==> src/edge_pkg.sv <==
package edge_pkg;

	// bits per colour channel and per grey sample
	localparam int unsigned PIX_W = 8;

	// width of the reported frame clock count
	localparam int unsigned CYC_W = 24;

	// centre weight of both sobel kernels
	localparam int unsigned KERNEL_MID = 2;

	typedef logic [PIX_W-1:0] pix_t;

	// gradient magnitude clips here
	localparam pix_t MAG_MAX = 8'd255;

	typedef struct packed {
		pix_t r;
		pix_t g;
		pix_t b;
	} rgb_t;

	// valid-only video beats, no ready
	typedef struct packed {
		logic valid;
		rgb_t rgb;
	} pix_in_t;

	typedef struct packed {
		logic valid;
		rgb_t rgb;
	} pix_out_t;

	// one vertical slice of the 3x3 window
	typedef struct packed {
		pix_t top;
		pix_t mid;
		pix_t bot;
	} column_t;

	typedef struct packed {
		column_t left;
		column_t centre;
		column_t right;
	} window_t;

	typedef struct packed {
		logic valid;
		pix_t pix;
	} grey_beat_t;

	typedef struct packed {
		logic    valid;
		window_t win;
	} win_beat_t;

endpackage

==> src/window_gen.sv <==
module window_gen #(
	parameter int unsigned IMG_COLS = 640,
	parameter int unsigned IMG_ROWS = 480
) (
	input  logic                clk,
	input  logic                rst_n,
	input  edge_pkg::column_t   col,
	input  logic                col_valid,
	output edge_pkg::win_beat_t win
);

	localparam int unsigned COL_W  = (IMG_COLS > 1) ? $clog2(IMG_COLS) : 1;
	localparam int unsigned ROW_W  = (IMG_ROWS > 1) ? $clog2(IMG_ROWS) : 1;
	localparam int unsigned FILL_N = IMG_COLS + 1;
	localparam int unsigned FILL_W = $clog2(IMG_COLS + 2);

	// prev0 newest stored slice, prev1 the one before
	edge_pkg::column_t prev0;
	edge_pkg::column_t prev1;
	edge_pkg::window_t taps;
	edge_pkg::window_t padded;
	edge_pkg::window_t win_q;
	logic              win_valid;

	// slices seen before the first centre exists
	logic [FILL_W-1:0] fill_cnt;
	logic              primed;

	// centre position, one row and one column behind the input
	logic [COL_W-1:0]  cen_col;
	logic [ROW_W-1:0]  cen_row;

	assign primed = (fill_cnt == FILL_W'(FILL_N));

	always_comb begin
		taps.left   = prev1;
		taps.centre = prev0;
		taps.right  = col;
		padded      = taps;
		// zero padding outside the frame
		if (cen_row == '0) begin
			padded.left.top   = '0;
			padded.centre.top = '0;
			padded.right.top  = '0;
		end
		if (cen_row == ROW_W'(IMG_ROWS - 1)) begin
			padded.left.bot   = '0;
			padded.centre.bot = '0;
			padded.right.bot  = '0;
		end
		// left taps here belong to the previous row
		if (cen_col == '0) begin
			padded.left = '0;
		end
		// right taps here belong to the next row
		if (cen_col == COL_W'(IMG_COLS - 1)) begin
			padded.right = '0;
		end
	end

	always_ff @(posedge clk) begin
		if (!rst_n) begin
			fill_cnt  <= '0;
			cen_col   <= '0;
			cen_row   <= '0;
			win_valid <= 1'b0;
		end else begin
			win_valid <= col_valid && primed;
			if (col_valid) begin
				if (!primed) begin
					fill_cnt <= fill_cnt + 1'b1;
				end else if (cen_col == COL_W'(IMG_COLS - 1)) begin
					cen_col <= '0;
					// wrap into the next frame
					if (cen_row == ROW_W'(IMG_ROWS - 1)) begin
						cen_row <= '0;
					end else begin
						cen_row <= cen_row + 1'b1;
					end
				end else begin
					cen_col <= cen_col + 1'b1;
				end
			end
		end
	end

	// shift left on each valid slice
	always_ff @(posedge clk) begin
		if (col_valid) begin
			prev0 <= col;
			prev1 <= prev0;
			win_q <= padded;
		end
	end

	assign win = '{valid: win_valid, win: win_q};

endmodule

==> config.mk <==
export PLATFORM = sky130hd
export DESIGN_NAME = window_gen
export DESIGN_NICKNAME = d
export VERILOG_FILES = /design/src/edge_pkg.sv /design/src/window_gen.sv
export SDC_FILE = /design/constraint.sdc
export NUM_CORES = 1
export LEC_CHECK = 0
export BUFFER_PORTS_ARGS = -buffer_cell sky130_fd_sc_hd__buf_2
export CAP_MARGIN = 10
export CORE_MARGIN = 1.5
export CORE_UTILIZATION = 50
export DETAILED_ROUTE_END_ITERATION = 16
export PLACE_DENSITY = 0.8
export SYNTH_ARGS = -nofsm -noshare
export SYNTH_HDL_FRONTEND = slang
export SYNTH_SLANG_ARGS = --single-unit
==> constraint.sdc <==
create_clock -name clk -period 2.15 [get_ports clk]
set_clock_uncertainty 0.1 [all_clocks]
set_input_delay 0.5375 -clock clk [delete_from_list [all_inputs] [get_ports clk]]
set_output_delay 0.5375 -clock clk [all_outputs]
set_load 0.02 [all_outputs]
# After elaboration in Yosys (flattened, before gate mapping)
# Cells that the tools add are included.
[word_totals]
elab_cells = 37
output_inout_bits = 73
ff_bits = 142
in_bits = 27
[op_classes]
mux = 2
eq_ne = 3
n_bitwise = 1
n_addsub = 3
reduce_logical = 10
[op_table]
columns = ["operator", "n"]
rows = [
  ["10-bit by 1-bit adder with 10-bit output (second input constant)", 2],
  ["10-bit equality test (second input constant)", 2],
  ["10-bit logical NOT", 1],
  ["10-bit two-way mux", 1],
  ["9-bit by 1-bit adder with 9-bit output (second input constant)", 1],
  ["9-bit equality test (second input constant)", 1],
  ["9-bit logical NOT", 1],
  ["9-bit two-way mux", 1],
  ["2-bit OR reduction", 4],
  ["2-bit AND reduction", 2],
  ["3-bit AND reduction", 1],
  ["1-bit logical AND", 1],
  ["1-bit NOT", 1],
]

# Logic depth before layout (Yosys ltp)
# Gate-level depths: netlist of the first run.
[depth]
ltp_word = 3
depth_mapped = 9
depth_no_buf = 6

# Worst setup path before layout of the first run
# OpenSTA, ideal clock, no wires.
[synth_timing]
kind = "reg-to-reg"
startpoint = "register fill_cnt[0]"
endpoint = "register cen_row[6]"
stages_incl_launch_ff = 8
synth_period_minus_slack_ns = 2.228
required_ns = 1.933
arrival_ns = 2.011
setup_time_ns = 0.117
setup_slack_ns = -0.078
cell_sequence = "dfxtp_1 ha_1 nand4bb_1 clkbuf_1 or3_4 buf_6 or4_1 a32o_1"
[synth_between]
elab_chain_cells = 2
[synth_rtl]
columns = ["item", "line_no", "rtl"]
rows = [
  ["from (decl)", "window_gen.sv:26", "logic [FILL_W-1:0] fill_cnt;"],
  ["from (signal assigned)", "window_gen.sv:71", "fill_cnt <= fill_cnt + 1'b1;"],
  ["10-bit equality test", "window_gen.sv:33", "assign primed = (fill_cnt == FILL_W'(FILL_N));"],
  ["3-bit AND reduction (no line)", "--", ""],
  ["to (signal assigned)", "window_gen.sv:78", "cen_row <= cen_row + 1'b1;"],
  ["to (decl)", "window_gen.sv:31", "logic [ROW_W-1:0] cen_row;"],
]
# Every way passes these cells.
# A chain may end at the register's enable or synchronous reset.

# Worst setup path after layout of the first run
# Ends and elaborated chain as after synthesis.

==> run summary, run 1 <==
design area = 6678 um^2
Slew @ Worst Pin = 0.6033 ns
Post-Route WL = 10,240 um
largest net degree at the start of global routing = 119
CTS Root Cell = clkbuf_8
Post-synth EDFFs = 112
status = finished, final reports clean
peak supply drop = 0.5241 mV
Hold WC Path Type = input pin to flop
Num Clock Sinks = 142
Top FF cell, synth = edfxtp_1
Synth top area share = 61.47%
GPL Wtd Cong = 0.8482
Final Hold Viols = 0
CP startpoint kind = flop
number of global-route vias before repair = 3,329
Routed WL per cell = 16.07 um
first-pass GRT wire length = 15,850 um
Setup Fix Bufs, Post-CTS = 0
clock insertion delay at the later pin of the skew report = 0.51 ns
Post-DRT Antenna Nets = 0
Placement Setup Slack = 0.02777 ns
CP max FO = 9
die area = 11,580 um^2
Post-Synthesis Cells = 381
total core area = 10,750 um^2
synth top area cells = edfxtp_1 (61%), dfxtp_1 (11%), and3_1 (4.0%)
sum of negative setup slack = 0 ns
vias per inst = 5.473
Final #Nets = 517
Post-Synthesis Cell Area = 5471 um^2
Max Buffers Root-to-Sink = 2
Die Span Y = 107.6 um
Synth Register Bits = 142
Mean Syn Cell Area = 14.36 um^2
Cell variety after synth = 47
Peak Freq = 480.6 MHz
1st-iter DRT viols = 409
Cell Area, Placed = 6106 um^2
Yosys top cell by area = edfxtp_1
clock buffer count from CTS = 17
Post-CTS Resized = 0
Critical Path RT = 2.45 ns
Static Leak = 2.624 nW
Arr. time, crit path = 2.38 ns
Area growth, synth to finish = 22.04%
CTS tree = yes
grt ovf = 0
DR DRC count = 0
final worst slack = 0.06935 ns
io pins = 100
Crit. End Element = flop
initial antenna violation count = 0
RSZ-0062 raised after global routing = false
share of cells above drive strength 1 = 29.58%
Die X = 107.6 um
relative slew slack = 59.78%
post-synthesis sequential area ratio = 72.44%
Final Util = 62.14%
PwrDens = 901.7 nW/um^2
# port buffers = 99
Rows = 38
via count = 3,486
Global Route Usage Sum = 18.30%
fin crit share = 96.77%
hold_buf cts = 0
Initial Util = 50.92%
# setup viols final = 0
most common cell after layout, fill and taps aside = edfxtp_1
fin. max-slew vios = 0
Post-Syn Nets = 414
commonest non-fill, non-tap cells in the layout = edfxtp_1 (112), buf_2 (98), and3_1 (35), and2_1 (34), dfxtp_1 (28)
Max Cap Viol = 0
antenna cells = 0
tightest hold margin = 0.1106 ns
CP Class = flop to flop
yosys warns = 0
Post-synth ARST share = 0%
Final min period = 2.081 ns
worst reg2reg setup slack = 0.07 ns
H-Tree Depth = 4
post-DP HPWL = 6469 um
Worst-path clk slew = 0.06 ns
drt pass-1 iters = 6
sequential cells by signal, indices dropped and copies added, names as in the netlist:
signal	cells
prev0	16
cen_row	9
prev1	16
win	72
win_valid	1
cen_col	10
padded	8
fill_cnt	10
Yosys cell counts (6+ instances only):
cell type / count
dfxtp_1: 30
inv_1: 6
nand2_1: 11
ha_1: 6
edfxtp_1: 112
a21oi_1: 8
buf_4: 9
nand3_1: 13
xnor2_1: 7
and3_1: 35
nand4_1: 9
nor4_1: 6
nor2_1: 17
and2_1: 34
clkbuf_1: 16
metrics by stage:
stage / cells / power (mW)
finish: 637 / 6.021
global route: 637 / 6.215
CTS: 637 / 6.067
detailed placement: 605 / 3.462
global placement: 605 / 3.446
floorplan: 381 / 3.321
area by class of cell:
| cell class | count | area, um^2 |
|---|---|---|
| sequential | 142 | 3966 |
| inverter | 7 | 26.28 |
| clock buffer | 23 | 436.7 |
| clock inverter | 9 | 93.84 |
| fill | 791 | 4068 |
| tap | 140 | 175.2 |
| multi-input combinational | 204 | 1364 |
| timing repair buffer | 112 | 615.6 |
report_power, final:
group	switching, mW	internal [mW]
clock network	0.986	1.63
registers	0.0443	3.10
logic	0.176	0.0843
worst paths after layout:
kind                    start         end  cells after the start
setup / recovery  fill_cnt[0]  cen_row[6]                      5
hold / removal         col[9]  padded[33]                      1
setup reg to reg  fill_cnt[0]  cen_row[6]                      5
hold reg to reg    padded[33]     win[33]                      0
critical path: stages (launching register included):
cell	delay [ns]
dfxtp_2	0.38
ha_2	0.17
nand4bb_1	0.15
or3_4	0.44
or4_1	0.49
a32o_1	0.23
layer usage:
layer  GRT usage [%]  part of all wire [%]
met1           21.81                    41
met2           31.03                    52
met3           5.751                   6.0
met4           7.049                   1.6
met5               0                     0
logic make-up (layout without fill, tap and decap cells):
family | after synthesis | count (layout) | synth area share [%]
and+or+nand+nor | 154 | 154 | 16.74
buffers and inverters | 35 | 151 | 3.293
xor gates and xnor gates | 12 | 12 | 1.921
DFF | 142 | 142 | 72.44
muxes | 3 | 3 | 0.5488
AOI/OAI and AO/OA | 29 | 29 | 3.682
adders and majority gates | 6 | 6 | 1.372
Power figures use the tool's default switching activity.
==> inputs of run 2 (changes only) <==
Settings changed: PLACE_DENSITY 0.8 to 0.77.
==> run 2 against run 1 <==
  * Sequential power about the same
  * Global-route usage grew 0.15 points
  * Largest cell class unchanged
  * Critical path depth unchanged
==> run summary, run 2 (synthesis gave the netlist of run 1 again) <==
Num Clock Sinks = 142 (unchanged)
tightest hold margin = 0.1069 ns (was 0.1106 ns)
drt pass-1 iters = 4 (was 6)
Routed WL per cell = 15.73 um (was 16.07 um)
Post-DRT Antenna Nets = 0 (unchanged)
Max stage delay on crit path = 0.41 ns (was 0.49 ns)
CTS Root Cell = clkbuf_8 (unchanged)
most common cell after layout, fill and taps aside = edfxtp_1 (unchanged)
Setup Fix Bufs, Post-CTS = 0 (unchanged)
Critical Path RT = 2.32 ns (was 2.45 ns)
H-Tree Depth = 4 (unchanged)
status = finished, final reports clean (unchanged)
commonest non-fill, non-tap cells in the layout = edfxtp_1 (112), buf_2 (98), and3_1 (35), and2_1 (34), dfxtp_1 (28) (unchanged)
post-DP HPWL = 6161 um (was 6469 um)
Initial Util = 50.92% (unchanged)
Inst Count DP = 604 (was 605)
first-pass GRT wire length = 16,070 um (was 15,850 um)
clock buffer count from CTS = 17 (unchanged)
peak supply drop = 0.4838 mV (was 0.5241 mV)
CP max FO = 26 (was 9)
Post-Route WL = 10,000 um (was 10,240 um)
PwrDens = 941.5 nW/um^2 (was 901.7 nW/um^2)
Static Leak = 2.653 nW (was 2.624 nW)
# setup viols final = 0 (unchanged)
Die X = 107.6 um (unchanged)
via count = 3,403 (was 3,486)
Crit. End Element = flop (unchanged)
fin. max-slew vios = 0 (unchanged)
sum of negative setup slack = 0 ns (unchanged)
Max Buffers Root-to-Sink = 2 (unchanged)
Peak Freq = 487.7 MHz (was 480.6 MHz)
Final Power = 6.313 mW (was 6.021 mW)
reg2reg end = win[54] (was cen_row[6])
sequential cell area = 3966 um^2 (unchanged)
share of cells above drive strength 1 = 29.84% (was 29.58%)
design area = 6705 um^2 (was 6678 um^2)
Slew @ Worst Pin = 0.6080 ns (was 0.6033 ns)
Final Util = 62.40% (was 62.14%)
area of the multi-input gates = 1343 um^2 (was 1364 um^2)
worst setup path endpoint = win[54] (was cen_row[6])
Arr. time, crit path = 2.22 ns (was 2.38 ns)
CP startpoint kind = flop (unchanged)
DR DRC count = 0 (unchanged)
Final Hold Viols = 0 (unchanged)
Final #Nets = 516 (was 517)
Largest register FFs = 72 (unchanged)
total core area = 10,750 um^2 (unchanged)
Finished Layout Cells = 636 (was 637)
grt ovf = 0 (unchanged)
Max Cap Viol = 0 (unchanged)
initial antenna violation count = 0 (unchanged)
Cell Area, Placed = 6098 um^2 (was 6106 um^2)
largest net degree at the start of global routing = 119 (unchanged)
antenna cells = 0 (unchanged)
Final min period = 2.051 ns (was 2.081 ns)
Rows = 38 (unchanged)
critical path launch point = cen_row[0] (was fill_cnt[0])
r2r startpoint = cen_row[0] (was fill_cnt[0])
clock insertion delay at the later pin of the skew report = 0.52 ns (was 0.51 ns)
# port buffers = 99 (unchanged)
Placement Setup Slack = 0.04761 ns (was 0.02777 ns)
Global Route Usage Sum = 18.45% (was 18.30%)
CTS tree = yes (unchanged)
fin crit share = 95.37% (was 96.77%)
FILL cells = 790 (was 791)
RSZ-0062 raised after global routing = false (unchanged)
Die Span Y = 107.6 um (unchanged)
Area growth, synth to finish = 22.55% (was 22.04%)
Hold WC Path Type = input pin to flop (unchanged)
relative slew slack = 59.37% (was 59.78%)
cell depth of the worst flop-to-flop path = 5 (unchanged)
vias per inst = 5.351 (was 5.473)
ordered list of cells on the worst path = ha_1 > nand4_1 > or3_1 > buf_4 > and3_1 (was ha_2 > nand4bb_1 > or3_4 > or4_1 > a32o_1)
1st-iter DRT viols = 283 (was 409)
Slowest-stage cell, CP = dfxtp_1 (was or4_1)
die area = 11,580 um^2 (unchanged)
io pins = 100 (unchanged)
worst reg2reg setup slack = 0.1 ns (was 0.07 ns)
Worst-path clk slew = 0.06 ns (about the same)
number of global-route vias before repair = 3,309 (was 3,329)
GPL Wtd Cong = 0.8256 (was 0.8482)
CP Class = flop to flop (unchanged)
final worst slack = 0.09944 ns (was 0.06935 ns)
[run 2: layer usage]
| layer | up-vias | share of wire (%) | GRT usage, % |
|---|---|---|---|
| met4 | 0 | 1.3 | 7.613 |
| met2 | 110 | 51 | 30.30 |
| met3 | 12 | 4.8 | 5.266 |
| li1 | 1623 | - | - |
| met1 | 1658 | 43 | 23.00 |
| met5 | - | 0 | 0 |
[run 2: where the power goes]
| part | leakage (nW) | internal (mW) | total [mW] | switching, mW |
|---|---|---|---|---|
| clock | 0.291 | 1.86 | 2.91 | 1.05 |
| combinational | 0.995 | 0.0844 | 0.262 | 0.177 |
| sequential | 1.37 | 3.10 | 3.14 | 0.0431 |
| total | 2.65 | 5.05 | 6.31 | 1.27 |
[run 2: final cells by class]
cell class | count | share of cell area, %
Inverter | 7 | 0.3919
Sequential cell | 142 | 59.15
Tap cell | 140 | 2.612
Multi-Input combinational cell | 204 | 20.02
Clock buffer | 18 | 6.233
Clock inverter | 14 | 2.575
Timing Repair Buffer | 111 | 9.013
[run 2: repair_timing]
item | CTS | global route
hold buffers | 0 | 0
endpoints found under the hold margin | 0 | 0
endpoints found under the setup margin | 0 | 2
resized for setup | 0 | 4
[run 2: worst min path at each step]
stage / startpoint / end / slack (ns) / cells after the start
after detailed placement: padded[39] / win[39] / 0.31 / 0
after floorplan: padded[32] / win[32] / 0.30 / 0
after CTS: col[13] / padded[37] / 0.08 / 1
after global placement: padded[38] / win[38] / 0.30 / 0
after global routing: col[3] / prev0[3] / 0.08 / 1
final: col[14] / padded[38] / 0.11 / 1
[run 2: critical path, delay by kind of cell, from the launching register on]
family	cells	cell delay, ns
and+or+nand+nor	3	0.84
DFF	1	0.41
adders and majority gates	1	0.22
buffers and inverters	1	0.22
==> inputs of run 3 (changes only) <==
Settings changed: CELL_PAD_IN_SITES_DETAIL_PLACEMENT from default to 2, CELL_PAD_IN_SITES_GLOBAL_PLACEMENT from default to 2, CORE_UTILIZATION 50 to 34, PLACE_DENSITY 0.77 to 0.75.
==> run 3 against run 2 <==
  * Combinational power increased by 8.8%
  * Largest cell class unchanged
  * Register-to-register slack worse by 0.03 ns
  * Total power rose by 1.9%
  * Highest routed layer unchanged
  * Critical endpoint is now cen_row[6]
==> run summary, run 3 (synthesis gave the netlist of run 1 again) <==
status = finished, final reports clean (unchanged)
CP max FO = 5 (was 26)
fin. max-slew vios = 0 (unchanged)
Inst Count DP = 688 (was 604)
Post-DRT Antenna Nets = 0 (unchanged)
CTS tree = yes (unchanged)
fin crit share = 96.91% (was 95.37%)
sum of negative setup slack = 0 ns (unchanged)
CP startpoint kind = flop (unchanged)
Worst-path clk slew = 0.06 ns (about the same)
first-pass GRT wire length = 22,670 um (was 16,070 um)
Cell Area, Placed = 6254 um^2 (was 6098 um^2)
Slowest-stage cell, CP = or4_1 (was dfxtp_1)
clock power share = 46.5% (was 46.1%)
# port buffers = 99 (unchanged)
1st-iter DRT viols = 215 (was 283)
combinational share of power = 4.4% (was 4.1%)
Die X = 129.9 um (was 107.6 um)
Rows = 46 (was 38)
DR DRC count = 0 (unchanged)
Initial Util = 34.57% (was 50.92%)
Final Hold Viols = 0 (unchanged)
most common cell after layout, fill and taps aside = edfxtp_1 (unchanged)
largest net degree at the start of global routing = 119 (unchanged)
peak supply drop = 0.5383 mV (was 0.4838 mV)
number of global-route vias before repair = 3,959 (was 3,309)
die area = 16,860 um^2 (was 11,580 um^2)
ordered list of cells on the worst path = ha_1 > nor4bb_4 > nand3_1 > or4_1 > a32o_1 (was ha_1 > nand4_1 > or3_1 > buf_4 > and3_1)
initial antenna violation count = 0 (unchanged)
drt pass-1 iters = 4 (unchanged)
Crit. End Element = flop (unchanged)
Max Buffers Root-to-Sink = 2 (unchanged)
Finished Layout Cells = 721 (was 636)
CTS Root Cell = clkbuf_16 (was clkbuf_8)
Largest register FFs = 72 (unchanged)
RSZ-0062 raised after global routing = true (was false)
antenna cells = 0 (unchanged)
Placement Setup Slack = 0.01983 ns (was 0.04761 ns)
# setup viols final = 0 (unchanged)
Area growth, synth to finish = 26.80% (was 22.55%)
Num Clock Sinks = 142 (unchanged)
H-Tree Depth = 4 (unchanged)
Peak Freq = 480.0 MHz (was 487.7 MHz)
relative slew slack = 58.39% (was 59.37%)
Final #Nets = 525 (was 516)
GPL Wtd Cong = 0.8162 (was 0.8256)
Max stage delay on crit path = 0.53 ns (was 0.41 ns)
vias per inst = 4.982 (was 5.351)
clock insertion delay at the later pin of the skew report = 0.43 ns (was 0.52 ns)
clock buffer count from CTS = 17 (unchanged)
via count = 3,592 (was 3,403)
Net Sw Frac = 22.04% (was 20.06%)
total core area = 15,830 um^2 (was 10,750 um^2)
Setup Fix Bufs, Post-CTS = 0 (unchanged)
Final min period = 2.083 ns (was 2.051 ns)
Global Route Usage Sum = 18.66% (was 18.45%)
Reg power frac = 49.0% (was 49.8%)
CP Class = flop to flop (unchanged)
Post-Route WL = 15,110 um (was 10,000 um)
Power Internal = 5.013 mW (was 5.046 mW)
PwrDens = 926.9 nW/um^2 (was 941.5 nW/um^2)
Slew @ Worst Pin = 0.6242 ns (was 0.6080 ns)
CP delay by family, top = simple AND/OR/NAND/NOR gates (unchanged)
io pins = 100 (unchanged)
Hold WC Path Type = input pin to flop (unchanged)
Critical Path RT = 2.37 ns (was 2.32 ns)
Buf+Inv Stages, Crit Path = 0 (was 1)
Routed WL per cell = 20.95 um (was 15.73 um)
final worst slack = 0.06652 ns (was 0.09944 ns)
Switch Pwr = 1.418 mW (was 1.267 mW)
grt ovf = 0 (unchanged)
Die Span Y = 129.9 um (was 107.6 um)
tightest hold margin = 0.1926 ns (was 0.1069 ns)
Final Util = 43.83% (was 62.40%)
post-DP HPWL = 9807 um (was 6161 um)
design area = 6938 um^2 (was 6705 um^2)
Static Leak = 2.703 nW (was 2.653 nW)
Arr. time, crit path = 2.30 ns (was 2.22 ns)
share of cells above drive strength 1 = 32.48% (was 29.84%)
Final Power = 6.431 mW (was 6.313 mW)
commonest non-fill, non-tap cells in the layout = edfxtp_1 (112), buf_2 (98), and3_1 (35), and2_1 (34), dfxtp_1 (27) (was edfxtp_1 (112), buf_2 (98), and3_1 (35), and2_1 (34), dfxtp_1 (28))
Max Cap Viol = 0 (unchanged)
hold_buf cts = 0 (unchanged)
-- run 3: changes by cell type in the layout (fill, tap and decap cells not counted), sizes merged --
cell | previous run | this run
inv | 7 | 6
buf | 111 | 119
bufinv | 4 | 3
or3 | 3 | 4
clkinvlp | 1 | 3
-- run 3: timing repair --
action	CTS	global route
gates cloned	0	1
pin swaps	0	1
resized for setup	3	11
endpoints found under the setup margin	2	18
endpoints found under the hold margin	0	0
-- run 3: worst reg2reg max path, stage by stage, from the launching register on --
cell and delay (ns):
dfxtp_1 0.40, ha_1 0.22, nor4bb_4 0.34, nand3_1 0.17, or4_1 0.53, a32o_1 0.23
-- run 3: power by group through the flow --
| stage | Clock, mW | Combinational [mW] | Sequential, mW |
|---|---|---|---|
| floorplan | 0 | 0.0655 | 3.26 |
| global placement | 0 | 0.267 | 3.19 |
| detailed placement | 0 | 0.280 | 3.21 |
| CTS | 3.06 | 0.284 | 3.16 |
| global route | 3.18 | 0.307 | 3.17 |
| finish | 2.99 | 0.285 | 3.15 |
-- run 3: final timing paths --
kind,from,to,slack [ns],depth (start not counted)
min reg2reg,padded[37],win[37],0.32,0
min,col[14],padded[38],0.19,1
max,cen_col[1],cen_row[6],0.07,5
max reg2reg,cen_col[1],cen_row[6],0.07,5
-- run 3: per-layer routing --
metal  wire length, um  vias to the layer above  global-route usage, %
met5                 0                        -                      0
met4               225                        0                  7.778
met3               830                       15                  4.674
met2              8170                      101                  34.14
met1              5879                     1828                  20.62
li1                  -                     1648                      -
-- run 3: cell type report --
cell class	instances	area, um^2
clock buffers	18	429.2
well taps	216	270.3
fillers	1570	8890
clock inverters	14	170.2
inverters	7	26.28
flip-flops and latches	142	3970
multi-input cells	205	1408
repair buffers	119	664.4
